File: src/hw/rv32i_types.sv
package rv32i_types;

    // basic widths
    typedef logic [31:0]  addr_t;   // byte address
    typedef logic [31:0]  word_t;   // one instruction
    typedef logic [63:0]  beat_t;   // one memory beat
    typedef logic [255:0] line_t;   // one cache line

    // queue entry, pc on top and instruction below
    typedef logic [63:0]  fetch_entry_t;

    // first fetch after reset
    localparam addr_t RESET_PC = 32'h1eceb000;

    // memory burst shape
    localparam int BEATS_PER_LINE = 4;

    // icache geometry
    localparam int ICACHE_SETS    = 16;
    localparam int ICACHE_INDEX_W = 4;
    localparam int OFFSET_W       = 5;   // 32 byte lines
    localparam int TAG_W          = 23;  // 32 - index - offset

    // instruction queue
    localparam int IQUEUE_DEPTH   = 16;

endpackage : rv32i_types
File: src/hw/icache.sv
`timescale 1ns/10ps

module icache
import rv32i_types::*;
(
    input  logic  clk,
    input  logic  rst,

    // fetch side
    input  logic  fetch_req_i,
    input  addr_t fetch_addr_i,
    output word_t fetch_data_o,
    output logic  fetch_resp_o,

    // memory side
    input  logic  bmem_ready_i,
    output addr_t bmem_addr_o,
    output logic  bmem_read_o,
    input  line_t line_data_i,
    input  logic  line_valid_i
);

    typedef enum logic [1:0] {
        IDLE,
        MISS_REQ,
        MISS_WAIT,
        FILL
    } icache_state_t;

    icache_state_t state;

    logic [ICACHE_SETS-1:0] valid_q;
    logic [TAG_W-1:0]       tags_q  [ICACHE_SETS];
    line_t                  lines_q [ICACHE_SETS];

    addr_t req_addr_q;      // address of the miss being served
    word_t data_q;
    logic  resp_q;

    // lookup on the incoming address
    logic [ICACHE_INDEX_W-1:0] lookup_idx;
    logic [TAG_W-1:0]          lookup_tag;
    logic [2:0]                lookup_word;
    line_t                     lookup_line;
    logic                      hit;

    // fill on the latched address
    logic [ICACHE_INDEX_W-1:0] fill_idx;
    logic [TAG_W-1:0]          fill_tag;
    logic [2:0]                fill_word;

    assign lookup_idx  = fetch_addr_i[OFFSET_W +: ICACHE_INDEX_W];
    assign lookup_tag  = fetch_addr_i[31 -: TAG_W];
    assign lookup_word = fetch_addr_i[OFFSET_W-1:2];
    assign lookup_line = lines_q[lookup_idx];
    assign hit         = valid_q[lookup_idx] && (tags_q[lookup_idx] == lookup_tag);

    assign fill_idx  = req_addr_q[OFFSET_W +: ICACHE_INDEX_W];
    assign fill_tag  = req_addr_q[31 -: TAG_W];
    assign fill_word = req_addr_q[OFFSET_W-1:2];

    // control
    always_ff @(posedge clk) begin
        if (rst) begin
            state   <= IDLE;
            resp_q  <= 1'b0;
            valid_q <= '0;
        end else begin
            resp_q <= 1'b0;
            unique case (state)
                IDLE: begin
                    if (fetch_req_i) begin
                        if (hit) begin
                            resp_q <= 1'b1;
                        end else begin
                            state <= MISS_REQ;
                        end
                    end
                end
                MISS_REQ: begin
                    if (bmem_ready_i) state <= MISS_WAIT;   // read goes out this cycle
                end
                MISS_WAIT: begin
                    if (line_valid_i) state <= FILL;
                end
                FILL: begin
                    valid_q[fill_idx] <= 1'b1;
                    resp_q            <= 1'b1;
                    state             <= IDLE;
                end
                default: state <= IDLE;
            endcase
        end
    end

    // payload, no reset
    always_ff @(posedge clk) begin
        if ((state == IDLE) && fetch_req_i) begin
            req_addr_q <= fetch_addr_i;
            data_q     <= lookup_line[lookup_word * $bits(word_t) +: $bits(word_t)];
        end
        if (state == FILL) begin
            // adapter still holds the line here
            tags_q[fill_idx]  <= fill_tag;
            lines_q[fill_idx] <= line_data_i;
            data_q <= line_data_i[fill_word * $bits(word_t) +: $bits(word_t)];
        end
    end

    assign bmem_addr_o  = {req_addr_q[31:OFFSET_W], {OFFSET_W{1'b0}}};
    assign bmem_read_o  = (state == MISS_REQ) && bmem_ready_i;
    assign fetch_data_o = data_q;
    assign fetch_resp_o = resp_q;

    // fetch_ctrl keeps a single request in flight
    req_only_in_idle : assert property (
        @(posedge clk) disable iff (rst) fetch_req_i |-> (state == IDLE)
    ) else $error("fetch request while cache busy");

    // adapter only completes a line we asked for
    line_only_in_wait : assert property (
        @(posedge clk) disable iff (rst) line_valid_i |-> (state == MISS_WAIT)
    ) else $error("unexpected line from adapter");

endmodule : icache

File: config.mk
export PLATFORM = sky130hd
export DESIGN_NAME = icache
export DESIGN_NICKNAME = d
export VERILOG_FILES = /design/src/hw/rv32i_types.sv /design/src/hw/icache.sv
export SDC_FILE = /design/constraint.sdc
export NUM_CORES = 2
export LEC_CHECK = 0
export ABC_AREA = 0
export BUFFER_PORTS_ARGS = -buffer_cell sky130_fd_sc_hd__buf_2
export CAP_MARGIN = 30
export CORE_ASPECT_RATIO = 1.75
export CORE_MARGIN = 2
export CORE_UTILIZATION = 30
export DETAILED_ROUTE_END_ITERATION = 10
export MAX_ROUTING_LAYER = met4
export PLACE_DENSITY = 0.45
export REMOVE_ABC_BUFFERS = 1
export SYNTH_ARGS = -nofsm -noshare
export SYNTH_HDL_FRONTEND = slang
export SYNTH_MEMORY_MAX_BITS = 65536
export SYNTH_SLANG_ARGS = --single-unit
File: constraint.sdc
create_clock -name clk -period 19.13 [get_ports clk]
set_input_delay 0.9565 -clock clk [delete_from_list [all_inputs] [get_ports clk]]
set_output_delay 0.9565 -clock clk [all_outputs]
set_load 0.05 [all_outputs]
# --- After elaboration in Yosys (flattened, before gate mapping) ---
# Memory sizes are Yosys's and may differ from the RTL's.
# Cells that the tools add are included.
totals:
  ff_bits: 83
  romBits: 0
  memories: 2
  latch_bits: 0
  output_inout_bits: 66
  mem_bits_rw: 4464
  elab_cells: 44
  in_bits: 293
classes:
  addsub: 0
  muxes: 16
  magnitude_cmp: 3
  eq_ne: 8
  div_mod_pow: 0
  shifts: 2
  n_bitwise: 1
  n_reduce_logical: 7
  mul: 0
memory_table:
  columns: ["memory", "depth", "width", "rd", "rd_ports_with_merged_regs", "write_ports", "line", "text"]
  rows:
  - ["lines_q", 16, 256, 1, 0, 1, "icache.sv:34", "line_t lines_q [ICACHE_SETS];"]
  - ["tags_q", 16, 23, 1, 0, 1, "icache.sv:33", "logic [TAG_W-1:0] tags_q [ICACHE_SETS];"]
op_table:
  columns: ["op", "count"]
  rows:
  - ["variable part select 256 x 9 -> 32 bit", 2]
  - ["two-way mux 32 bit", 2]
  - ["== test 23 bit", 1]
  - ["bitwise OR 16 bit", 1]
  - ["less-than comparator 4 x 5 -> 1 bit, second input constant", 2]
  - ["two-way mux 2 bit", 4]
  - ["!= test 2 bit, second input constant", 4]
  - ["one-hot mux 2 bit (4 select lines)", 1]
  - ["two-way mux 1 bit", 6]
  - ["binary-select mux 1 bit (select 4 bit)", 1]
  - ["demux 1 bit (select 4 bit)", 1]
  - ["== test 2 bit, second input constant", 2]
  - [">= comparator 4 x 1 -> 1 bit, second input constant", 1]
  - ["logical AND 1 bit", 4]
  - ["AND reduction 4 bit", 1]
  - ["== test 2 x 1 -> 1 bit, second input constant", 1]
  - ["zero test 2 bit", 1]
  - ["one-hot mux 1 bit (2 select lines)", 1]
  - ["nonzero test 2 bit", 1]

# --- Logic depth before layout (Yosys ltp) ---
logic_depth:
  ltp_word: 6
  depth_mapped: 14
  ltp_nobuf: 9

# --- Least setup slack after synthesis ---
# No wires, ideal clock.
synth_timing:
  path_kind: "register -> register"
  from: "register state[0]"
  to: "memory lines_q[0][0] in the netlist's numbering, enable pin"
  setup_ns: 1.263
  n_path_buf: 1
  required_time_ns: 17.867
  setup_slack_ns: -2.116
  stages_incl_launch_ff: 5
  synth_period_minus_slack_ns: 21.246
  t_arrival_ns: 19.983
  path_cell_list: "dfxtp_1 > ha_1 > clkbuf_1 > or3b_2 > nor3_1"
synth_via:
  elab_chain_len: 3
synth_lines:
  columns: ["item", "line", "text"]
  rows:
  - ["from (decl)", "icache.sv:30", "icache_state_t state;"]
  - ["from (signal assigned)", "icache.sv:65", "state <= IDLE;"]
  - ["from (signal assigned)", "icache.sv:76", "state <= MISS_REQ;"]
  - ["from (signal assigned)", "icache.sv:81", "if (bmem_ready_i) state <= MISS_WAIT;"]
  - ["== test 2 bit", "icache.sv:102", "if (state == FILL) begin"]
  - ["two-way mux 1 bit", "icache.sv:102", null]
  - ["two-way mux 1 bit (not written as such)", "icache.sv:105", "lines_q[fill_idx] <= line_data_i;"]
  - ["to (decl)", "icache.sv:34", null]
# No other way between the ends.

# --- Worst setup path in the final report ---
layout_timing:
  from: "input fetch_addr_i[6]"
  to: "register data_q[28] (netlist: fetch_data_o[28]), data pin"
layout_via:
  elab_chain_len: 4
layout_lines:
  columns: ["item", "line", "text"]
  rows:
  - ["from (decl)", "icache.sv:11", "input addr_t fetch_addr_i,"]
  - ["memory (16 x 256 bit)", null, null]
  - ["variable part select 256 x 9 -> 32 bit", "icache.sv:100", "data_q <= lookup_line[lookup_word * $bits(word_t) +: $bits(word_t)];"]
  - ["two-way mux 32 bit", "icache.sv:98", "if ((state == IDLE) && fetch_req_i) begin"]
  - ["two-way mux 32 bit", "icache.sv:102", null]
  - ["to (signal assigned)", "icache.sv:100", null]
  - ["to (signal assigned)", "icache.sv:106", "data_q <= line_data_i[fill_word * $bits(word_t) +: $bits(word_t)];"]
  - ["to (decl)", "icache.sv:37", "word_t data_q;"]
# No other way between the ends. The select of a mux whose other input is x is not followed.
# A chain may end at the register's enable or synchronous reset.

==> summary.txt <==
Routing
  – Antenna-violating nets left: 0
  – Routed len/inst: 30.4 µm
  – Drt initial violations: 6185
  – Total number of vias: 77400
  – Vias per inst: 5.00
  – Pre-antenna DRT Iters: 7
  – DRC: 0
  – Final WL: 471000 µm

Worst setup path
  – Crit-path slowest cell: buf_4
  – Worst setup EP type: register
  – Crit start category: primary input
  – Required @ worst endpoint: 19750 ps
  – CP dominant cell by count: buf_4
  – Crit path max-delay family: buffers and inverters
  – WP buf/inv: 6
  – Data arrival time of the worst path: 7090 ps
  – Crit-path max cell delay: 850 ps
  – CP max FO: 130
  – Kind of critical path: primary input to register
  – CP Cell Sequence: buf_12, buf_12, buf_4, buf_4, buf_4, buf_4, mux4_2, mux4_2, mux4_2, nor2b_1, a211oi_1, a21oi_1

Yosys
  – Largest family of logic cells by synthesized area: multiplexers
  – Synth warn: 0
  – Post-synth EDFFs: 4526
  – Avg Inst Size Synth: 25.6 µm²
  – Adder-cell share of the synthesized area: 0.000358
  – Post-Syn Area: 175000 µm²
  – Simple-Gate Fraction of Synth Area: 0.00416
  – Seq cells post-synth: 4545
  – Cells after synthesis: 6815
  – Xor/xnor cell area share of the yosys netlist: 0.00120
  – Compound-Gate Fraction of Synth Area: 0.00434
  – Synth cell types: 53
  – Sequential share of the synthesized area: 0.780
  – Main synth FF type: edfxtp_1
  – FFs w/ async S/R, synth: 0
  – Multiplexer area fraction after synthesis: 0.198

Timing
  – Rel. slew slack: 0.262
  – Setup TNS: 0 ps
  – RSZ-0062 raised after global routing: false
  – Clock skew: 61.3 ps
  – Max Slew Vio Count: 0
  – Final setup viols: 0
  – Period utilisation layout: 0.338
  – Final Hold Violating Endpoints: 0
  – Min Tclk post-route: 6470 ps
  – Worst-margin pin slew: 1110 ps
  – Max Fclk: 0.155 GHz
  – Setup ws final: 12660 ps

Run status
  – Status: finished, final reports clean

Final layout
  – Most common cell after layout, fill and taps aside: edfxtp_1
  – Final nets: 7710
  – Syn-to-layout area delta: 14.6%
  – Finished Layout Cells: 15500
  – Most frequent cells in the layout: 4526 x edfxtp_1, 1492 x mux4_2, 422 x clkbuf_16
  – Share of layout cells above drive strength 1: 0.347
  – Final core occ: 0.345

Clock network
  – Post-CTS sizing: 0
  – H-tree depth: 5
  – CTS Hold Bufs: 0
  – Postcts setup bufs: 0
  – TritonCTS clock tree: yes
  – Clock Path Buffers: 4
  – Worst-Skew Late Latency: 950 ps
  – Clock-pin slew on the worst setup and hold paths: 60 ps
  – CTS Root Cell: clkbuf_16
  – Cts bufs inserted: 421
  – Sink Count: 4545

GRT
  – All-Layer GR Usage: 0.163
  – Largest net degree at the start of global routing: 131
  – Number of global-route vias before repair: 84900
  – Total global routing overflow: 0
  – Antenna violations before repair: 177
  – Global-route wire length before repair: 666000 µm

Floorplan
  – Initial Util: 0.301
  – Die Y: 1010 µm
  – Rows: 370
  – Core footprint: 580000 µm²
  – Die width: 581 µm
  – Total Die Area: 589000 µm²
  – IO Pins: 359

Placed design
  – Hpwl dp: 258000 µm
  – Port Buffer Count: 351
  – GP Congestion: 0.714
  – Setup Slack @ Placement: 11600 ps
  – Placed Cells: 14600

Power
  – VDD IR max: 0.0764 mV
  – Total power: 21.2 mW
  – Lkg Pwr: 60.9 nW
  – P per Cell Area: 106 nW/µm²

Min path
  – Worst hold path class: primary input to register

Job
  – # Max-Cap Violations: 0
[cell families after synthesis]
family / Yosys count
other: 1
buffers and inverters: 402
adder cells (fa/ha/maj): 5
XOR/XNOR: 24
AND/OR/NAND/NOR: 137
AO/OA/AOI/OAI: 112
multiplexers: 1589
flip-flops: 4545
[registers in the layout (all words and copies together) (netlist names)]
register / cells
req_addr_q: 30
state: 2
fetch_resp_o: 1
tags_q: 368
valid_q: 16
fetch_data_o: 32
lines_q: 4096
[cell usage after synthesis (all sizes together), types with 6 or more instances]
library cell / number / area, µm²
a211oi: 37 / 278
a21oi: 41 / 205
a22oi: 8 / 60.1
buf: 316 / 1790
clkbuf: 80 / 300
dfxtp: 19 / 380
edfxtp: 4526 / 136000
inv: 6 / 22.5
mux2i: 92 / 921
mux4: 1492 / 33600
nand2: 7 / 26.3
nor2: 54 / 203
nor2b: 38 / 238
nor3: 6 / 35.0
xnor2: 12 / 105
xor2: 12 / 105
[power by group]
group,switching (mW),internal [mW],leakage (nW)
sequential,0.115,11.2,40.9
combinational,0.956,0.546,13.3
clock,3.78,4.67,6.64
[layout make-up]
type                       instances  area (µm²)
antenna                           90         225
clock buffer                     503       10900
clock inverter                   269        2810
fill                           53300      380000
inverter                           6        22.5
multi-input combinational       1872       36500
sequential                      4545      136000
tap                             7626        9540
timing repair buffer             566        3970
[worst paths after layout]
kind	from	end	slack [ps]	cells after the start
worst max-delay path	fetch_addr_i[6]	fetch_data_o[28]	12660	12
worst min-delay path	fetch_addr_i[27]	req_addr_q[27]	250	1
worst max register to register	state[0]	lines_q[7][39]	13860	6
worst min register to register	valid_q[12]	valid_q[12]	470	2
[routing by layer]
| layer | global-route usage | part of all wire |
|---|---|---|
| met1 | 0.199 | 0.41 |
| met2 | 0.283 | 0.52 |
| met3 | 0.0263 | 0.050 |
| met4 | 0.0346 | 0.021 |
| met5 | - | 0 |
[through the flow]
stage / hold slack [ps] / cell area (µm²)
floorplan: 435 / 173000
global placement: 463 / 186000
detailed placement: 459 / 186000
CTS: 154 / 200000
global route: 201 / 200000
finish: 250 / 200000
(Power assumes the default switching activity.)
