===== config.mk =====
export PLATFORM = sky130hd
export DESIGN_NAME = fetch_ctrl
export DESIGN_NICKNAME = d
export VERILOG_FILES = /design/src/hw/rv32i_types.sv /design/src/hw/fetch_ctrl.sv
export SDC_FILE = /design/constraint.sdc
export NUM_CORES = 1
export LEC_CHECK = 0
export BUFFER_PORTS_ARGS = -buffer_cell sky130_fd_sc_hd__buf_2
export CAP_MARGIN = 40
export CELL_PAD_IN_SITES_DETAIL_PLACEMENT = 1
export CELL_PAD_IN_SITES_GLOBAL_PLACEMENT = 1
export CORE_ASPECT_RATIO = 1.4
export CORE_UTILIZATION = 31
export DETAILED_ROUTE_END_ITERATION = 10
export MAX_ROUTING_LAYER = met4
export PLACE_DENSITY = 0.95
export REMOVE_ABC_BUFFERS = 1
export SLEW_MARGIN = 5
export SYNTH_ARGS = -nofsm -noshare
export SYNTH_HDL_FRONTEND = slang
export SYNTH_SLANG_ARGS = --single-unit
export TNS_END_PERCENT = 5

===== constraint.sdc =====
create_clock -name clk -period 3.1 [get_ports clk]
set_input_delay 0.31 -clock clk [delete_from_list [all_inputs] [get_ports clk]]
set_output_delay 0.31 -clock clk [all_outputs]
set_load 0.05 [all_outputs]

===== src/hw/rv32i_types.sv =====
package rv32i_types;

    // basic widths
    typedef logic [31:0]  addr_t;   // byte address
    typedef logic [31:0]  word_t;   // one instruction
    typedef logic [63:0]  beat_t;   // one memory beat
    typedef logic [255:0] line_t;   // one cache line

    // queue entry, pc on top and instruction below
    typedef logic [63:0]  fetch_entry_t;

    // first fetch after reset
    localparam addr_t RESET_PC = 32'h1eceb000;

    // memory burst shape
    localparam int BEATS_PER_LINE = 4;

    // icache geometry
    localparam int ICACHE_SETS    = 16;
    localparam int ICACHE_INDEX_W = 4;
    localparam int OFFSET_W       = 5;   // 32 byte lines
    localparam int TAG_W          = 23;  // 32 - index - offset

    // instruction queue
    localparam int IQUEUE_DEPTH   = 16;

endpackage : rv32i_types

===== src/hw/fetch_ctrl.sv =====
`timescale 1ns/10ps

module fetch_ctrl
import rv32i_types::*;
(
    input  logic         clk,
    input  logic         rst,

    input  logic         q_full_i,

    // cache side
    input  logic         fetch_resp_i,
    input  word_t        fetch_data_i,
    output logic         fetch_req_o,
    output addr_t        fetch_addr_o,

    // queue side
    output logic         enq_o,
    output fetch_entry_t enq_data_o
);

    addr_t pc_q;
    logic  outstanding_q;   // request sent, no response yet
    logic  run_q;           // low for the reset cycles

    always_ff @(posedge clk) begin
        if (rst) begin
            pc_q          <= RESET_PC;
            outstanding_q <= 1'b0;
            run_q         <= 1'b0;
        end else begin
            run_q <= 1'b1;
            if (fetch_req_o) begin
                outstanding_q <= 1'b1;
            end else if (fetch_resp_i) begin
                outstanding_q <= 1'b0;
                pc_q          <= pc_q + 32'd4;  // no branches yet
            end
        end
    end

    // q_full already counts the entry just enqueued
    assign fetch_req_o  = run_q && !outstanding_q && !q_full_i;
    assign fetch_addr_o = pc_q;

    assign enq_o      = fetch_resp_i;
    assign enq_data_o = {pc_q, fetch_data_i};

    // cache must not answer without a request
    resp_only_when_outstanding : assert property (
        @(posedge clk) disable iff (rst) fetch_resp_i |-> outstanding_q
    ) else $error("fetch response with no request pending");

endmodule : fetch_ctrl


Yosys cells after proc, flatten, opt, wreduce, memory -nomap -nowiden. Index checks and enable logic that the tools add are counted.

Register bits: 34. Input bits: 36. Output and inout port bits: 98. Logic and storage cells: 14.

Add/subtract/negate cells: 1. Multiplexer cells: 3. Bitwise operators: 1. Reductions and logical operators: 6.

Operator list (number): $add 32x3->32 const B (1); $mux 1 (3); $logic_and 1x1->1 (2); $logic_not 1->1 (2); $reduce_and 2->1 (1); $reduce_bool 2->1 (1); $not 1->1 (1).

Longest topological paths before layout. Gate-level depths: netlist of run 1.

Depth in word-level cells: 5. Depth in mapped cells: 8. Depth with buffers taken out: 5.

Worst setup path before layout of run 1. No wires, ideal clock.

Kind: register -> register. Start: reg pc_q[2] (netlist: fetch_addr_o[2]). End: reg pc_q[31] (netlist: fetch_addr_o[31]). Setup time: 0.121 ns. Arrival time: 2.170 ns. Required time: 2.979 ns. Setup slack: 0.809 ns. Cell stages (with the launch flop): 6. Path buffers: 1. Clock period less this slack: 2.291 ns. Cell sequence: dfxtp_1 nand3_1 or4b_4 buf_6 nor4_1 mux2_2.

Word-level cells in the longest chain between the ends: 1.

RTL lines: start, declared (RTL line fetch_ctrl.sv:22) `addr_t pc_q;`; start signal, assigned (RTL line fetch_ctrl.sv:37) `pc_q <= pc_q + 32'd4;`; $add 32x3->32 (RTL line fetch_ctrl.sv:37).

No other way between the ends. A chain may end at the register's enable or synchronous reset.

Worst setup path after layout of run 1.
Start: reg pc_q[6] (netlist: fetch_addr_o[6]). End: reg pc_q[30] (netlist: fetch_addr_o[30]).

Same word-level chain as after synthesis.

==> impl_results.md, run 1 <==
* Overall global routing resource usage at 0.167
* Total number of vias at 1728
* Post-CTS Hold Fix Bufs at 0
* Category of the worst setup path launch point: register
* Share of the synthesized area in compound gates (AO/OA/AOI/OAI) at 0.0871
* Number of port buffers at 65
* Post-CTS Setup Bufs at 0
* Violated checks: design-rule violations
* DR pass1 iterations at 7
* Post-DR vias/cell at 5.38
* Number of routed nets with antenna violations at 0
* Die area at 6960 um^2
* Setup ws final at 0.924 ns
* Max Transition Viols Final at 0
* Met2 demand-to-capacity share in global routing at 0.232
* Cell area after placement at 1920 um^2
* H-Tree Depth at 2
* Classification of the worst setup path: register to register
* Post-placement worst setup slack at 0.904 ns
* Capturing element type of the critical path: register
* Antenna cell count at 0
* Worst clock skew at 0.00643 ns
* Chip height at 98.3 um
* Count of flip-flops with a built-in enable after synthesis at 0
* Tightest Pin Transition at 0.577 ns
* Setup violation total in the final timing report at 0
* Congestion Overflow GR at 0
* Total number of yosys warnings at 0
* Total clock buffers created by CTS at 5
* Finished layout cell area at 2030 um^2
* Mean routed wirelength per cell at 17.9 um
* Crit path time final at 2.18 ns
* Number of antenna violations at the first check in global routing at 0
* Power Dens Cells at 435 nW/um^2
* Worst IR drop on VDD at 0.131 mV
* Wire length of the first global-routing pass at 8.47 mm
* Final worst-path cycle share at 0.702
* Met3 global-route usage at 0.0939
* Fmax at 460 MHz
* Result of the run: complete, but fails checks
* Number of remaining DRC errors at 14
* Post-synthesis instance total at 250
* First-iteration detailed-routing DRC count at 176
* Reg clk slew, reported paths at 0.07 ns
* Clock tree from TritonCTS: yes
* Total standard cell area after synthesis at 2050 um^2
* Max-capacitance violation count at 0
* Setup repair after global routing missed its margin: false
* Largest net degree at the start of global routing at 29
* Final Hold Fails at 0
* Total Nets Final at 285
* Number of placed cells counting well taps at 313
* Detailed-placement wirelength estimate at 4.35 mm
* Signal arrival time at the worst endpoint at 2.40 ns
* Proportion of layout cells with a drive suffix above 1 at 0.305
* Highest-utilization routing layer at the global route stage: met2
* Area growth from synthesis to layout at -1.10%
* Synth unique cells at 36
* Crit path required time at 3.32 ns
* GR Util met1 at 0.205
* Hold Crit Start: fetch_resp_i
* Floorplan die width at 70.8 um
* Bufs on Longest Clock Path at 2
* Launch point of the critical path: fetch_addr_o[6]
* Flip-flop and latch count after synthesis at 32
* Final core utilization at 0.323
* Commonest non-fill, non-tap cells in the layout: sky130_fd_sc_hd__buf_2 (65), sky130_fd_sc_hd__dfxtp_1 (32), sky130_fd_sc_hd__nand3_1 (15), sky130_fd_sc_hd__nand2_1 (15), sky130_fd_sc_hd__nor2_1 (12)
* Number of cell rows at 34
* Most area-hungry cell type in the Yosys netlist: sky130_fd_sc_hd__dfxtp_1
* Hold Crit Class: primary input to register
* Num ports at 134
* Combinational family with the most area after synthesis: buffers and inverters
* Core ar. at 6300 um^2
* Number of gates resized after cts at 0
* RD Place Congestion at 0.731
* Synthesized-area fraction occupied by adder cells at 0.00609
* Sequential fraction of the synthesis area at 0.312
* Worst r2r src: fetch_addr_o[6]
* Slew Limit Headroom at 0.615
* Final sum of negative setup slack at 0 ns
* Total clock sinks at 32
* Maximum net fanout on the critical path at 16
* Share of synthesized registers carrying an async set or reset at 0
* Multiplexer fraction of the synthesized cell area at 0.0256
* Predominant post-synthesis flop cell: sky130_fd_sc_hd__dfxtp_1
* Clock Tree Root: sky130_fd_sc_hd__clkbuf_8
* Via count of the first global-routing pass at 1619
* Clock latency of the later-clocked register in the worst-skew pair at 0.29 ns
* Synthesized area per cell at 8.22 um^2
* Final non-filler cell total at 321
* Leakage power figure at 0.000805 uW
* Simple-gate share of the synthesized area at 0.256
* Top cell type's share of synthesized area at 0.312
* Starting density of the core at 0.326
* Total routed wirelength at 5.74 mm
* Synth Area in XOR/XNOR at 0.0298
* Synth top area cells: sky130_fd_sc_hd__dfxtp_1 (31%), sky130_fd_sc_hd__buf_4 (24%), sky130_fd_sc_hd__nand3_1 (3.7%), sky130_fd_sc_hd__or4_1 (3.3%), sky130_fd_sc_hd__o31ai_1 (2.9%)
* Most common cell after layout, fill and taps aside: sky130_fd_sc_hd__buf_2
## critical path, stage by stage, from the launching register on
cell and delay [ns]:
sky130_fd_sc_hd__dfxtp_1 0.43, sky130_fd_sc_hd__nand2_1 0.14, sky130_fd_sc_hd__or4_1 0.80, sky130_fd_sc_hd__or4_1 0.58, sky130_fd_sc_hd__a21oi_1 0.15
## sequential cells by signal (all words and copies together), names as in the netlist
register,flops
run_q,1
outstanding_q,1
fetch_addr_o,30
## final timing paths
path | end | slack [ns] | cells past startpoint
max | fetch_addr_o[30] | 0.92 | 4
max reg2reg | fetch_addr_o[30] | 0.92 | 4
min reg2reg | outstanding_q | 0.48 | 2
min | fetch_addr_o[3] | 0.36 | 3
## final cells by class
cell class | instances | area, um^2
clock buffers | 6 | 72.6
clock inverters | 2 | 35.0
fillers | 787 | 4260
inverters | 5 | 21.3
multi-input cells | 139 | 847
flip-flops and latches | 32 | 641
well taps | 72 | 90.1
repair buffers | 65 | 325
## Yosys cell counts, types with 4 or more instances
master,instances
sky130_fd_sc_hd__a21oi_1,10
sky130_fd_sc_hd__xor2_1,4
sky130_fd_sc_hd__or4_1,9
sky130_fd_sc_hd__nor4_1,4
sky130_fd_sc_hd__clkbuf_1,6
sky130_fd_sc_hd__nor2_1,12
sky130_fd_sc_hd__buf_4,67
sky130_fd_sc_hd__and4_1,6
sky130_fd_sc_hd__nand2_1,15
sky130_fd_sc_hd__nand3_1,15
sky130_fd_sc_hd__o21ai_0,9
sky130_fd_sc_hd__dfxtp_1,32
sky130_fd_sc_hd__nand4_1,8
sky130_fd_sc_hd__nor2b_1,5
sky130_fd_sc_hd__or3_1,6
sky130_fd_sc_hd__o31ai_1,8
## per-layer routing
layer | up-vias | wire (um)
li1 | 798 | -
met1 | 837 | 2570
met2 | 86 | 2480
met3 | 7 | 655
met4 | 0 | 42
met5 | - | 0
## where the power goes
group / internal [uW] / switching [uW]
clock: 238 / 162
combinational: 11.4 / 53.6
sequential: 415 / 3.81
total: 665 / 220
## stage by stage
step                hold WS (ns)  power, uW
global placement           0.456        492
global route               0.359        913
CTS                        0.355        890
finish                     0.358        885
floorplan                  0.379        471
detailed placement         0.471        493
## logic make-up (layout without fill, tap and decap cells)
family	after synthesis	count (layout)
simple gates	92	92
compound gates	30	30
mux	5	5
flops	32	32
fa+ha+maj	1	1
buf+inv	82	78
other cells	1	4
xor+xnor	7	7
Power figures use the tool's default switching activity.
==> inputs of run 2 (changes only) <==
--- a/config.mk
+++ b/config.mk
@@ -10,10 +10,10 @@
 export CELL_PAD_IN_SITES_DETAIL_PLACEMENT = 1
 export CELL_PAD_IN_SITES_GLOBAL_PLACEMENT = 1
 export CORE_ASPECT_RATIO = 1.4
-export CORE_UTILIZATION = 31
+export CORE_UTILIZATION = 26
 export DETAILED_ROUTE_END_ITERATION = 10
 export MAX_ROUTING_LAYER = met4
-export PLACE_DENSITY = 0.95
+export PLACE_DENSITY = 0.87
 export REMOVE_ABC_BUFFERS = 1
 export SLEW_MARGIN = 5
 export SYNTH_ARGS = -nofsm -noshare
==> constraint.sdc (replaced) <==
create_clock -name clk -period 1.93 [get_ports clk]
set_input_delay 0.193 -clock clk [delete_from_list [all_inputs] [get_ports clk]]
set_output_delay 0.193 -clock clk [all_outputs]
set_load 0.05 [all_outputs]
==> impl_results.md, run 2 (synthesis results as in run 1) <==
* Commonest non-fill, non-tap cells in the layout: sky130_fd_sc_hd__buf_2 (65), sky130_fd_sc_hd__buf_4 (36), sky130_fd_sc_hd__dfxtp_1 (31)
* Number of routed nets with antenna violations at 0
* Starting density of the core at 0.267
* Total area of multi-input combinational cells at 903 um^2
* Number of port buffers at 65
* Switching power at 358 uW
* R2R setup slack at 0.007 ns
* Core ar. at 7700 um^2
* Detailed-placement wirelength estimate at 5.44 mm
* Wire length of the first global-routing pass at 10.7 mm
* Total clock buffers created by CTS at 5
* Num ports at 134
* Final worst-path cycle share at 0.996
* Cell-internal power at 985 uW
* Worst IR drop on VDD at 0.233 mV
* Worst clock skew at 0.00232 ns
* Number of cell rows at 38
* Power Dens Cells at 565 nW/um^2
* RD Place Congestion at 0.766
* Floorplan die width at 77.1 um
* Post-placement worst setup slack at -0.0343 ns
* Setup ws final at 0.00713 ns
* Register Area at 642 um^2
* Die area at 8270 um^2
* Post-DR vias/cell at 5.07
* Proportion of layout cells with a drive suffix above 1 at 0.427
* Max Transition Viols Final at 0
* Final sum of negative setup slack at 0 ns
* Critical-path top delay cell: sky130_fd_sc_hd__or4b_4
* H-Tree Depth at 2
* Cell count of the worst hold path at 2
* Antenna cell count at 0
* Crit path required time at 2.11 ns
* Total number of vias at 1956
* First-iteration detailed-routing DRC count at 101
* Most common cell after layout, fill and taps aside: sky130_fd_sc_hd__buf_2
* Cell area after placement at 2220 um^2
* Setup violation total in the final timing report at 0
* Mean routed wirelength per cell at 18.9 um
* Maximum net fanout on the critical path at 5
* List of cells traversed by the critical path: buf_4 -> nand4_1 -> or4b_4 -> nor4_2 -> mux2_2
* Signal arrival time at the worst endpoint at 2.10 ns
* Proportion of total power due to net switching at 0.266
* Total routed wirelength at 7.30 mm
* Classification of the worst setup path: register to register
* Via count of the first global-routing pass at 1862
* Category of the worst setup path launch point: register
* Reg clk slew, reported paths at 0.07 ns
* Cell count of the worst reg-to-reg path at 5
* Number of remaining DRC errors at 0
* DR pass1 iterations at 4
* Max-capacitance violation count at 0
* Total Nets Final at 322
* Number of antenna violations at the first check in global routing at 0
* # fillers at 967
* Largest net degree at the start of global routing at 16
* Finished layout cell area at 2380 um^2
* Capturing element type of the critical path: register
* Clock tree from TritonCTS: yes
* Clock latency of the later-clocked register in the worst-skew pair at 0.28 ns
* Hold Crit Class: primary input to register
* Bufs on Longest Clock Path at 2
* Leakage power figure at 0.000974 uW
* Final core utilization at 0.309
* Chip height at 107 um
* Overall global routing resource usage at 0.176
* Clock Tree Root: sky130_fd_sc_hd__clkbuf_8
* Area growth from synthesis to layout at 15.7%
* Flip-flop count of the largest register after layout at 30
* Sequential fraction of design power at 0.501
* Clock network power share at 0.411
* Slowest Stage Delay on Critical Path at 0.62 ns
* Fmax at 520 MHz
* Result of the run: finished, final reports clean
* Share of power burned in combinational logic at 0.089
* Congestion Overflow GR at 0
* Total clock sinks at 32
* Crit path time final at 1.92 ns
* Post-CTS Hold Fix Bufs at 0
* Setup repair after global routing missed its margin: true
* Final Hold Fails at 0
## run 2: final timing paths
check,start,to
worst min-delay path,rst,fetch_addr_o[30]
worst max register to register,fetch_addr_o[6],fetch_addr_o[31]
worst max-delay path,fetch_addr_o[6],fetch_addr_o[31]
worst min register to register,outstanding_q,outstanding_q
## run 2: through the flow
step           hold WS, ns  total power, uW  instances
2_1_floorplan        0.262              757        176
3_3_place_gp         0.387              802        376
3_5_place_dp         0.387              805        376
4_1_cts              0.274             1350        384
5_1_grt              0.312             1390        386
6_report             0.282             1340        386
## run 2: area by class of cell
class	instances	area share
clock buffers	8	0.0379
inverters	5	0.00895
multi-input cells	140	0.380
flip-flops and latches	32	0.270
well taps	100	0.0526
repair buffers	101	0.251
## run 2: power groups by stage
stage,logic (uW),clock network (uW),registers [uW]
6_report,119,551,673
2_1_floorplan,40.6,0,717
3_3_place_gp,116,0,686
3_5_place_dp,117,0,688
4_1_cts,118,563,672
5_1_grt,126,588,673
## run 2: per-layer routing
layer,GRT usage,wire (um),vias to the layer above
li1,-,-,876
met1,0.201,3050,971
met2,0.271,3370,102
met3,0.0919,783,7
met4,0.0404,91,0
met5,-,0,-
## run 2: worst max-delay path, delay by kind of cell, from the launching register on
kind | cells | cell delay, ns
buf+inv | 1 | 0.10
mux | 1 | 0.36
simple gates | 3 | 1.03
flops | 1 | 0.32
## run 2: timing repair
item,in CTS,in global routing
endpoints found under the setup margin,7,11
resized for setup,2,10
pin swaps,1,3
cloned,0,1
setup buffers,0,1
