`config.mk`:
```
export PLATFORM = sky130hd
export DESIGN_NAME = cacheline_adapter
export DESIGN_NICKNAME = d
export VERILOG_FILES = /design/src/hw/rv32i_types.sv /design/src/hw/cacheline_adapter.sv
export SDC_FILE = /design/constraint.sdc
export NUM_CORES = 1
export LEC_CHECK = 0
export CAP_MARGIN = 20
export CORE_MARGIN = 8
export CORE_UTILIZATION = 40
export CTS_CLUSTER_DIAMETER = 80
export DETAILED_ROUTE_END_ITERATION = 12
export DONT_BUFFER_PORTS = 1
export GPL_ROUTABILITY_DRIVEN = 0
export GPL_TIMING_DRIVEN = 0
export PLACE_DENSITY = 0.54
export SLEW_MARGIN = 10
export SYNTH_ARGS = -nofsm -noshare
export SYNTH_HDL_FRONTEND = slang
export SYNTH_SLANG_ARGS = --single-unit
```
`constraint.sdc`:
```
create_clock -name clk -period 4 [get_ports clk]
set_input_delay 0.8 -clock clk [delete_from_list [all_inputs] [get_ports clk]]
set_output_delay 0.8 -clock clk [all_outputs]
set_load 0.05 [all_outputs]
```
`src/hw/rv32i_types.sv`:
```
package rv32i_types;

    // basic widths
    typedef logic [31:0]  addr_t;   // byte address
    typedef logic [31:0]  word_t;   // one instruction
    typedef logic [63:0]  beat_t;   // one memory beat
    typedef logic [255:0] line_t;   // one cache line

    // queue entry, pc on top and instruction below
    typedef logic [63:0]  fetch_entry_t;

    // first fetch after reset
    localparam addr_t RESET_PC = 32'h1eceb000;

    // memory burst shape
    localparam int BEATS_PER_LINE = 4;

    // icache geometry
    localparam int ICACHE_SETS    = 16;
    localparam int ICACHE_INDEX_W = 4;
    localparam int OFFSET_W       = 5;   // 32 byte lines
    localparam int TAG_W          = 23;  // 32 - index - offset

    // instruction queue
    localparam int IQUEUE_DEPTH   = 16;

endpackage : rv32i_types
```
`src/hw/cacheline_adapter.sv`:
```
`timescale 1ns/10ps

module cacheline_adapter
import rv32i_types::*;
(
    input  logic  clk,
    input  logic  rst,

    input  beat_t bmem_rdata_i,
    input  logic  bmem_rvalid_i,

    output line_t line_data_o,
    output logic  line_valid_o
);

    localparam logic [1:0] LAST_BEAT = 2'(BEATS_PER_LINE - 1);

    logic [1:0] beat_cnt;
    line_t      line_q;
    logic       line_valid_q;

    // beat count and the done pulse
    always_ff @(posedge clk) begin
        if (rst) begin
            beat_cnt     <= '0;
            line_valid_q <= 1'b0;
        end else begin
            line_valid_q <= bmem_rvalid_i && (beat_cnt == LAST_BEAT);
            if (bmem_rvalid_i) begin
                beat_cnt <= (beat_cnt == LAST_BEAT) ? '0 : beat_cnt + 2'd1;
            end
        end
    end

    // lowest beat lands in the lowest slot
    // line stays put until the next burst starts
    always_ff @(posedge clk) begin
        if (bmem_rvalid_i) begin
            line_q[beat_cnt * $bits(beat_t) +: $bits(beat_t)] <= bmem_rdata_i;
        end
    end

    assign line_data_o  = line_q;
    assign line_valid_o = line_valid_q;

    line_valid_single_pulse : assert property (
        @(posedge clk) disable iff (rst) line_valid_o |=> !line_valid_o
    ) else $error("line_valid_o held for more than one cycle");

endmodule : cacheline_adapter

```
* After elaboration in Yosys (flattened, before gate mapping)
Index checks and enable logic that the tools add are counted.
Cells by class: add/subtract/negate cells 2, equality and inequality tests 1, shift operators 2, muxes and demuxes 2, reductions and logical operators 1
Operator list (number):
- $bwmux W256 | 1
- $shift A64 B34 Y256 const A | 1
- $shiftx A64 B34 Y256 | 1
- $neg A8 Y34 | 1
- $add A2 B1 Y2 const B | 1
- $eq A2 B2 Y1 const B | 1
- $mux W2 | 1
- $logic_and A1 B1 Y1 | 1
Word-level totals: register bits 259, input port bits 67, output and inout port bits 257, word-level logic and storage cells 11

* Depth between registers and ports, before layout
Gate-level depths: netlist (run 1).
depth after elaboration 3, mapped depth 6, depth with buffers taken out 4

* Worst setup path after synthesis (run 1)
OpenSTA, ideal clock, no wires.
path kind in2reg, from in bmem_rvalid_i, to reg line_q[192], in the netlist line_data_o[192], enable pin, arrival time 2.317 ns, setup slack 1.254 ns, cell stages on the path 1, cells stage by stage and2_1
RTL lines:
- from (decl) | RTL line cacheline_adapter.sv:10 | input logic bmem_rvalid_i,
- to (signal, indexed assignment) | RTL line cacheline_adapter.sv:39 | line_q[beat_cnt * $bits(beat_t) +: $bits(beat_t)] <= bmem_rdata_i;
- to (decl) | RTL line cacheline_adapter.sv:19 | line_t line_q;
No word-level cell between the ends.

* Final worst setup path (run 1)
from reg beat_cnt[0], to reg line_q[129], in the netlist line_data_o[129], data pin
Between the ends: word-level cells in the longest chain between the ends 3
Ends and longest elaborated chain:
- from (decl) | RTL line cacheline_adapter.sv:18 | logic [1:0] beat_cnt;
- from (signal assigned) | RTL line cacheline_adapter.sv:30 | beat_cnt <= (beat_cnt == LAST_BEAT) ? '0 : beat_cnt + 2'd1;
- $neg A8 Y34 (*) | RTL line cacheline_adapter.sv:39
- $shiftx A64 B34 Y256 or $shift A64 B34 Y256 (tied branches) | RTL line cacheline_adapter.sv:39
- $bwmux W256 (*) | RTL line cacheline_adapter.sv:39
Mark *: on every way between the ends. The rest lies on a longest branch, timed or not. A chain may end at the register's enable or synchronous reset.

==> qor.csv, run 1 <==
stage,metric,value,unit
outcome,status,finished clean,
die,Die Y,172,um
clocking,Root Buffer,clkbuf_16,
final_layout,layout cells sized above 1,10.7,%
logic_synthesis,synthesized area,9760,um2
clocking,Worst-Skew Late Latency,0.53,ns
sta,"Min Clock Period, post-route",2.48,ns
sta,TNS Setup,0,ns
critical_path,"critical path fanouts, max",10,
clocking,TritonCTS buffer count,26,
drt,Routed Antenna Nets,0,
power,Cell Pwr Density,567,nW/um2
clocking,Setup Buffers After CTS,0,
logic_synthesis,Syn Inst Count,585,
clocking,number of H-tree levels,1,
final_layout,Non-Filler Instances,960,
sta,clk_skew,0.0107,ns
clocking,clk buf depth,3,
sta,Final Max Slew Viols,0,
final_layout,P&R area growth vs syn,13.1,%
drt,routed wire length,32600,um
drt,Detailed Route Iter0 Violations,495,
drt,DRC,0,
critical_path,worst path arrival time,2.87,ns
power,Leak,4.57,nW
die,# rows,57,
drt,drt wl/cell,33.9,um
clocking,CTS tree,done,
clocking,Post-CTS Hold Buffers,0,
global_routing,first-pass GRT wire length,43600,um
global_routing,largest net degree at the start of global routing,47,
clocking,post-cts resize count,0,
global_routing,grt ovf,0,
final_layout,most frequent cells in the layout,"edfxtp_1, and3_1, and2_1",
logic_synthesis,"Distinct cells, synth",22,
final_layout,"most common cell after layout, fill and taps aside",edfxtp_1,
sta,fmax,0.403,GHz
sta,relative slew slack,44.4,%
place,dpl hpwl,22300,um
final_layout,fin util,45.8,%
place,I/O Buffers,0,
sta,RSZ-0062 raised after global routing,false,
sta,Final Cycle Share,62.0,%
sta,Worst-Margin Slew,0.835,ns
logic_synthesis,Post-Syn Nets,657,
drt,Via Count,5285,
global_routing,vias in the first global route,5370,
drt,Via-to-Cell Ratio,5.51,
die,Core ar.,24100,um2
die,Die Wd,172,um
flow_run,max cap viols,0,
clocking,"Reg clk slew, reported paths",0.06,ns
power,VDD IR-drop max,0.000314,V
critical_path,Worst setup SP type,flip-flop,
logic_synthesis,synth warn,0,
sta,Final Hold Violating Endpoints,0,
final_layout,layout filler cell count,2181,
die,Die Area,29600,um2
clocking,CTS Sinks,259,
logic_synthesis,sequential-to-total area share from yosys stat,79.4,%
die,starting density of the core,40.5,%
critical_path,Critical Path RT,4.39,ns
power,Pwr Total,6.25,mW
die,Top Ports,324,
critical_path,CP endpoint kind,flip-flop,
drt,DRT Pass-1 Iters,5,
place,Inst Count DP,913,
global_routing,initial antenna violation count,1,
logic_synthesis,post-synthesis register bit count,259,
critical_path,WS Path Type,reg2reg,
logic_synthesis,Mean Syn Cell Area,16.7,um2
global_routing,Total GRT Usage,21.2,%
min_path,Hold Path Class,in2reg,
final_layout,fin nets,689,
sta,Final Setup Violations,0,
## registers in the layout, summed over array words and instances, names as in the netlist
register / flops
beat_cnt: 2
line_valid_o: 1
line_data_o: 256
## per-layer routing
| metal | GRT usage [%] | routed length [um] | up-vias |
|---|---|---|---|
| li1 | - | - | 2262 |
| met1 | 26.4 | 13000 | 2671 |
| met2 | 35.8 | 15900 | 321 |
| met3 | 6.67 | 3170 | 31 |
| met4 | 4.72 | 490 | 0 |
| met5 | 0 | 0 | - |
## per-stage QoR
step,cell area [um2],setup slack [ns],hold slack [ns]
CTS,11000,1.53,0.325
floorplan,9760,1.25,0.514
global route,11000,1.44,0.322
finish,11000,1.52,0.342
global placement,10200,-0.00429,0.554
detailed placement,10300,1.54,0.589
## final timing paths
check              startpoint          endpoint  slack [ns]  cells past startpoint
setup / recovery  beat_cnt[0]  line_data_o[129]        1.52                      6
hold / removal            rst      line_valid_o        0.34                      1
setup reg to reg  beat_cnt[0]  line_data_o[129]        1.52                      6
hold reg to reg   beat_cnt[1]       beat_cnt[1]        0.61                      2
## logic make-up after synthesis
family	after synthesis	share of synthesized area, %
AND/OR/NAND/NOR	269	17.4
flip-flops	259	79.4
buffers and inverters	50	2.33
adder cells (fa/ha/maj)	5	0.641
AO/OA/AOI/OAI	1	0.0770
multiplexers	1	0.103
## cell type report
cell class | count | area (um2) | share of cell area, %
Antenna cell | 1 | 2.50 | 0.0227
Multi-Input combinational cell | 276 | 1790 | 16.2
Sequential cell | 259 | 7750 | 70.2
Clock buffer | 32 | 673 | 6.10
Buffer | 48 | 220 | 2.00
Timing Repair Buffer | 4 | 87.6 | 0.794
Tap cell | 324 | 405 | 3.67
Clock inverter | 14 | 98.8 | 0.896
Inverter | 2 | 7.51 | 0.0680
## where the power goes
| group | internal (mW) | switching [mW] | leakage (nW) |
|---|---|---|---|
| Clock | 1.25 | 0.986 | 0.373 |
| Combinational | 0.103 | 0.346 | 1.60 |
| Sequential | 3.12 | 0.440 | 2.59 |
## critical path, stage by stage (launching register included)
cell and delay, ns:
dfxtp_1 0.47, inv_1 0.15, ha_1 0.38, nor2b_1 0.13
buf_2 0.24, clkbuf_1 0.66, and3_1 0.30
## cell usage after synthesis
| library cell | count | area [um2] |
|---|---|---|
| clkbuf_2 | 12 | 60.1 |
| or4b_2 | 1 | 10.0 |
| mux2i_1 | 1 | 10.0 |
| nor2_1 | 1 | 3.75 |
| dfxtp_1 | 3 | 60.1 |
| and2b_1 | 1 | 7.51 |
| and4bb_1 | 1 | 12.5 |
| and2_1 | 68 | 425 |
| clkbuf_1 | 22 | 82.6 |
| nor2b_1 | 2 | 12.5 |
| nor3b_1 | 3 | 22.5 |
| ha_1 | 5 | 62.6 |
| nand2_1 | 1 | 3.75 |
| and2_0 | 1 | 6.26 |
| nor2_2 | 1 | 6.26 |
| and3_1 | 186 | 1160 |
| o31ai_1 | 1 | 7.51 |
| buf_2 | 11 | 55.1 |
| inv_1 | 2 | 7.51 |
| buf_4 | 3 | 22.5 |
| and3b_1 | 3 | 26.3 |
| edfxtp_1 | 256 | 7690 |
No activity file was read; power rests on OpenSTA's default activity.
==> run 2, diff against run 1 <==
Settings changed: ABC_AREA set to 1.
Clock period 4 ns to 2.5 ns, I/O delays scaled along.
==> qor.csv, run 2 <==
stage,metric,value,unit,change
power,VDD IR-drop max,0.000392,V,+25%
critical_path,WS Path Type,reg2reg,,
critical_path,Crit path buffers/inverters,3,,unchanged
critical_path,"delay-heaviest family, CP",buffers and inverters,,
global_routing,initial antenna violation count,0,,-1
clocking,CTS Sinks,259,,unchanged
die,# rows,58,,+1.8%
logic_synthesis,sequential-to-total area share from yosys stat,75.8,%,-3.6 points
logic_synthesis,asr flop ratio synth,0,%,unchanged
sta,Final Max Slew Viols,0,,unchanged
critical_path,CP cell instances,inv_1 > ha_1 > inv_2 > clkbuf_1 > nand3_1 > nor2_2,,
power,Pwr Total,10.4,mW,+67%
logic_synthesis,prevailing post-synth register cell,edfxtp_1,,
critical_path,Worst setup SP type,flip-flop,,
clocking,Setup Buffers After CTS,0,,unchanged
logic_synthesis,top-count cell post-synth,edfxtp_1,,
sta,Final Cycle Share,93.8,%,+32 points
drt,Routed Antenna Nets,0,,unchanged
outcome,status,finished clean,,
critical_path,CP endpoint kind,flip-flop,,
clocking,Root Buffer,clkbuf_16,,
global_routing,vias in the first global route,6406,,+19%
sta,Worst-Margin Slew,0.951,ns,+0.116 ns
drt,Via Count,6336,,+20%
min_path,Hold Path Class,in2reg,,
clocking,CTS tree,done,,
power,Leak,4.10,nW,-10%
logic_synthesis,synth warn,0,,unchanged
critical_path,worst path arrival time,2.73,ns,-0.14 ns
clocking,Worst-Skew Late Latency,0.53,ns,about the same
final_layout,most frequent cells in the layout,"edfxtp_1, nor2_1, nand2_1",,
die,Die Y,176,um,+2.1%
critical_path,Critical Path RT,2.89,ns,-1.50 ns
flow_run,max cap viols,0,,unchanged
final_layout,max reg flops,256,,unchanged
power,Cell Pwr Density,898,nW/um2,+59%
drt,drt wl/cell,31.0,um,-8.6%
logic_synthesis,Post-Syn Nets,864,,+32%
global_routing,largest net degree at the start of global routing,52,,+11%
die,Core ar.,25100,um2,+4.2%
logic_synthesis,Synth top cells by count,"edfxtp_1, nor2_1, nand2_1, nand3_1, nor2_2",,
final_layout,Ant. Diodes,0,,-1
clocking,"Reg clk slew, reported paths",0.06,ns,about the same
logic_synthesis,post-synthesis register bit count,259,,unchanged
drt,DRC,0,,unchanged
critical_path,critical path's slowest cell,clkbuf_1,,
place,Inst Count DP,1126,,+23%
die,Die Wd,176,um,+2.1%
drt,Detailed Route Iter0 Violations,684,,+38%
logic_synthesis,Syn Inst Count,792,,+35%
critical_path,critical path's largest stage delay,0.73,ns,+0.07 ns
drt,routed wire length,36400,um,+12%
final_layout,Non-Filler Instances,1175,,+22%
final_layout,layout cells sized above 1,17.9,%,+7.2 points
critical_path,"critical path fanouts, max",10,,unchanged
sta,Final Hold Violating Endpoints,0,,unchanged
critical_path,R2R setup slack,0.15,ns,-1.36 ns
sta,clk_skew,0.0129,ns,+0.00222 ns
sta,RSZ-0062 raised after global routing,false,,
final_layout,"most common cell after layout, fill and taps aside",edfxtp_1,,
logic_synthesis,synth top area cells,"edfxtp_1, nor2_1, nand2_1, nor2_2, nand3_1",,
die,Die Area,30900,um2,+4.3%
logic_synthesis,"Distinct cells, synth",20,,-9.1%
clocking,TritonCTS buffer count,27,,+3.8%
logic_synthesis,Mean Syn Cell Area,12.9,um2,-23%
drt,DRT Pass-1 Iters,5,,unchanged
sta,relative slew slack,36.6,%,-7.8 points
global_routing,grt ovf,0,,unchanged
place,I/O Buffers,0,,unchanged
logic_synthesis,Post-synth EDFFs,256,,unchanged
drt,Via-to-Cell Ratio,5.39,,-2.1%
sta,fmax,0.426,GHz,+5.8%
clocking,clk buf depth,3,,unchanged
global_routing,first-pass GRT wire length,50200,um,+15%
global_routing,Total GRT Usage,22.9,%,+1.7 points
clocking,number of H-tree levels,1,,unchanged
logic_synthesis,synthesized area,10200,um2,+4.7%
final_layout,fin nets,897,,+30%
die,Top Ports,324,,unchanged
final_layout,P&R area growth vs syn,13.5,%,
sta,"Min Clock Period, post-route",2.35,ns,-0.136 ns
logic_synthesis,Yosys top cell by area,edfxtp_1,,
sta,Final Setup Violations,0,,unchanged
logic_synthesis,area fraction of the dominant cell type after synthesis,75.2,%,-3.6 points
place,dpl hpwl,25000,um,+12%
final_layout,fin util,46.2,%,+0.41 points
die,starting density of the core,40.7,%,+0.22 points
==> run 2: metal layers <==
metal	GRT usage, %	routed length, um
met5	0	0
met4	7.45	1100
met3	8.29	3950
met2	36.7	17100
met1	28.3	14200
==> run 2: power breakdown <==
part	leakage, nW	total, mW	switching (mW)	internal [mW]
Combinational	0.951	1.08	0.861	0.222
Sequential	2.74	5.36	0.438	4.92
Clock	0.415	3.97	1.64	2.33
Total	4.10	10.4	2.94	7.47
==> run 2: worst reg2reg max path: cells and delay by family, from the launching register on <==
kind,cells,cell delay [ns]
adders and majority gates,1,0.26
buffers and inverters,3,1.03
DFF,1,0.47
and+or+nand+nor,2,0.46
==> run 2: cell families after synthesis <==
logic type | share of synthesized area (%)
fa+ha+maj | 0.612
flops | 75.8
compound gates | 0.0979
buf+inv | 3.40
simple gates | 20.0
==> run 2: final timing paths <==
kind,startpoint,endpoint,cells past startpoint
worst max-delay path,beat_cnt[0],line_data_o[242],6
worst min-delay path,rst,line_valid_o,1
worst max register to register,beat_cnt[0],line_data_o[242],6
worst min register to register,beat_cnt[1],beat_cnt[1],2
==> run 2: area by class of cell <==
class                      instances  area [um2]
buffer                            52         309
sequential                       259        7750
fill                            2280       13500
multi-input combinational        470        2120
clock inverter                     9         118
tap                              330         413
timing repair buffer               4         103
inverter                          11        51.3
clock buffer                      40         734
==> run 2: what timing repair did <==
item	in CTS	in global routing
hold endpoints to repair	0	0
setup endpoints to repair	0	21
hold buffers	0	0
resized for setup	0	6
==> run 2: metrics by stage <==
step | hold slack (ns) | worst slack, ns | setup TNS (ns) | area (um2)
2_1_floorplan | 0.530 | 0.0220 | 0 | 10200
3_3_place_gp | 0.563 | -1.06 | -254.76 | 10600
3_5_place_dp | 0.576 | 0.0401 | 0 | 10700
4_1_cts | 0.0177 | 0.0207 | 0 | 11600
5_1_grt | 0.0194 | 0.00977 | 0 | 11600
6_report | 0.0433 | 0.154 | 0 | 11600
==> run 3, diff against run 2 <==
Settings changed: PLACE_DENSITY 0.54 to 0.56.
Clock period 2.5 ns to 2.11 ns, I/O delays scaled along.
==> qor.csv, run 3 (same netlist as run 2, synthesis figures left out) <==
stage,metric,value,unit,change
outcome,status,finished clean,,
sta,clk_skew,0.00858,ns,-0.00434 ns
final_layout,fin util,46.3,%,+0.15 points
final_layout,layout cells sized above 1,18.9,%,+1.0 points
place,dpl ws,-0.189,ns,-0.229 ns
die,# rows,58,,unchanged
clocking,clk buf depth,3,,unchanged
drt,routed wire length,36500,um,+0.12%
global_routing,largest net degree at the start of global routing,34,,-35%
die,Die Wd,176,um,unchanged
place,I/O Buffers,0,,unchanged
final_layout,Reg area,7750,um2,about the same
global_routing,grt ovf,0,,unchanged
drt,Via-to-Cell Ratio,5.45,,+1.1%
critical_path,worst path arrival time,2.38,ns,-0.35 ns
global_routing,first-pass GRT wire length,49700,um,-1.2%
die,Top Ports,324,,unchanged
critical_path,Worst Setup SP,beat_cnt[0],,
critical_path,reg-to-reg startpoint,beat_cnt[0],,
critical_path,R2R setup slack,0.13,ns,-0.02 ns
sta,fmax,0.506,GHz,+19%
sta,"Min Clock Period, post-route",1.98,ns,-0.370 ns
clocking,CTS Sinks,259,,unchanged
sta,hold slack final,0.0370,ns,-0.00626 ns
final_layout,fin nets,902,,+0.56%
final_layout,"most common cell after layout, fill and taps aside",edfxtp_1,,
critical_path,Worst setup SP type,flip-flop,,
sta,Final Hold Violating Endpoints,0,,unchanged
critical_path,"critical path fanouts, max",10,,unchanged
clocking,Worst-Skew Late Latency,0.54,ns,about the same
sta,Final Cycle Share,93.6,%,-0.19 points
critical_path,R2R depth,6,,unchanged
drt,Routed Antenna Nets,0,,unchanged
critical_path,reg-to-reg endpoint,line_data_o[240],,
sta,relative slew slack,42.9,%,+6.3 points
drt,DRT Pass-1 Iters,5,,unchanged
clocking,"Reg clk slew, reported paths",0.06,ns,about the same
final_layout,area of the multi-input gates,2120,um2,+0.12%
clocking,number of H-tree levels,1,,unchanged
sta,Final Setup Violations,0,,unchanged
die,Die Y,176,um,unchanged
drt,Detailed Route Iter0 Violations,652,,-4.7%
min_path,Hold Path Class,in2reg,,
final_layout,max reg flops,256,,unchanged
sta,Final Max Slew Viols,0,,unchanged
min_path,hold path cells,3,,+2
flow_run,max cap viols,0,,unchanged
die,Die Area,30900,um2,unchanged
global_routing,Total GRT Usage,22.7,%,-0.22 points
clocking,TritonCTS buffer count,27,,unchanged
drt,drt wl/cell,30.9,um,-0.39%
final_layout,most frequent cells in the layout,"edfxtp_1, nor2_1, nand2_1",,
clocking,Setup Buffers After CTS,0,,unchanged
final_layout,Ant. Diodes,0,,unchanged
sta,final setup margin,0.134,ns,-0.0201 ns
power,Leak,4.09,nW,-0.27%
sta,RSZ-0062 raised after global routing,false,,
power,Cell Pwr Density,1040,nW/um2,+16%
drt,DRC,0,,unchanged
global_routing,initial antenna violation count,0,,unchanged
sta,Worst-Margin Slew,0.856,ns,-0.0948 ns
critical_path,Critical Path RT,2.51,ns,-0.38 ns
sta,TNS Setup,0,ns,unchanged
min_path,worst hold endpoint,beat_cnt[0],,
final_layout,layout filler cell count,2307,,+1.2%
global_routing,vias in the first global route,6295,,-1.7%
die,starting density of the core,40.7,%,unchanged
critical_path,WS Path Type,reg2reg,,
min_path,HP Start,rst,,
clocking,Root Buffer,clkbuf_16,,
critical_path,CP endpoint kind,flip-flop,,
place,dpl hpwl,25300,um,+1.4%
power,Pwr Total,12.1,mW,+16%
die,Core ar.,25100,um2,unchanged
clocking,CTS tree,done,,
final_layout,P&R area growth vs syn,13.9,%,
power,VDD IR-drop max,0.000535,V,+36%
drt,Via Count,6436,,+1.6%
## run 3: cell types whose count changed in the layout (fill, tap and decap cells not counted), sizes merged
cell,previous run,this run
clkbuf,53,51
clkinvlp,0,5
dlygate4sd3,0,1
buf,43,46
inv,11,8
clkinv,6,10
bufinv,3,1
## run 3: metrics by stage
stage	area, um2	std cells
detailed placement	10800	1130
global placement	10600	1122
floorplan	10200	792
global route	11600	1181
finish	11600	1181
CTS	11600	1181
## run 3: worst max path at each step
stage                                   to  slack (ns)
final                     line_data_o[240]        0.13
after global routing      line_data_o[112]        0.02
after CTS                 line_data_o[207]        0.05
after detailed placement   line_data_o[28]       -0.19
after global placement     line_data_o[71]       -0.82
after floorplan             line_data_o[0]        0.01
## run 3: final cells by class
type | instances | area share, %
Sequential cell | 259 | 66.6
Multi-Input combinational cell | 470 | 18.2
Clock buffer | 37 | 6.13
Tap cell | 330 | 3.55
Buffer | 52 | 2.75
Timing Repair Buffer | 9 | 1.46
Clock inverter | 13 | 0.753
Inverter | 11 | 0.484
## run 3: where the power goes
part	leakage [nW]	internal (mW)	switching (mW)
logic	0.968	0.282	1.02
registers	2.74	5.83	0.520
clock network	0.386	2.48	1.98
total	4.09	8.59	3.52
## run 3: per-layer routing
layer	GRT usage [%]	wire, um
met5	0	0
met4	8.12	1180
met3	7.19	3640
met2	37.1	17500
met1	27.8	14100
## run 3: worst max-delay path, stage by stage, from the launching register on
cell      delay [ns]
dfxtp_4         0.39
inv_2           0.07
ha_1            0.23
inv_2           0.12
clkbuf_1        0.60
nand3_1         0.26
nor2_2          0.16
## run 3: timing repair
action / CTS / global route
gates resized for setup: 6 / 8
setup endpoints to repair: 38 / 23
hold buffers: 1 / 0
endpoints found under the hold margin: 1 / 0
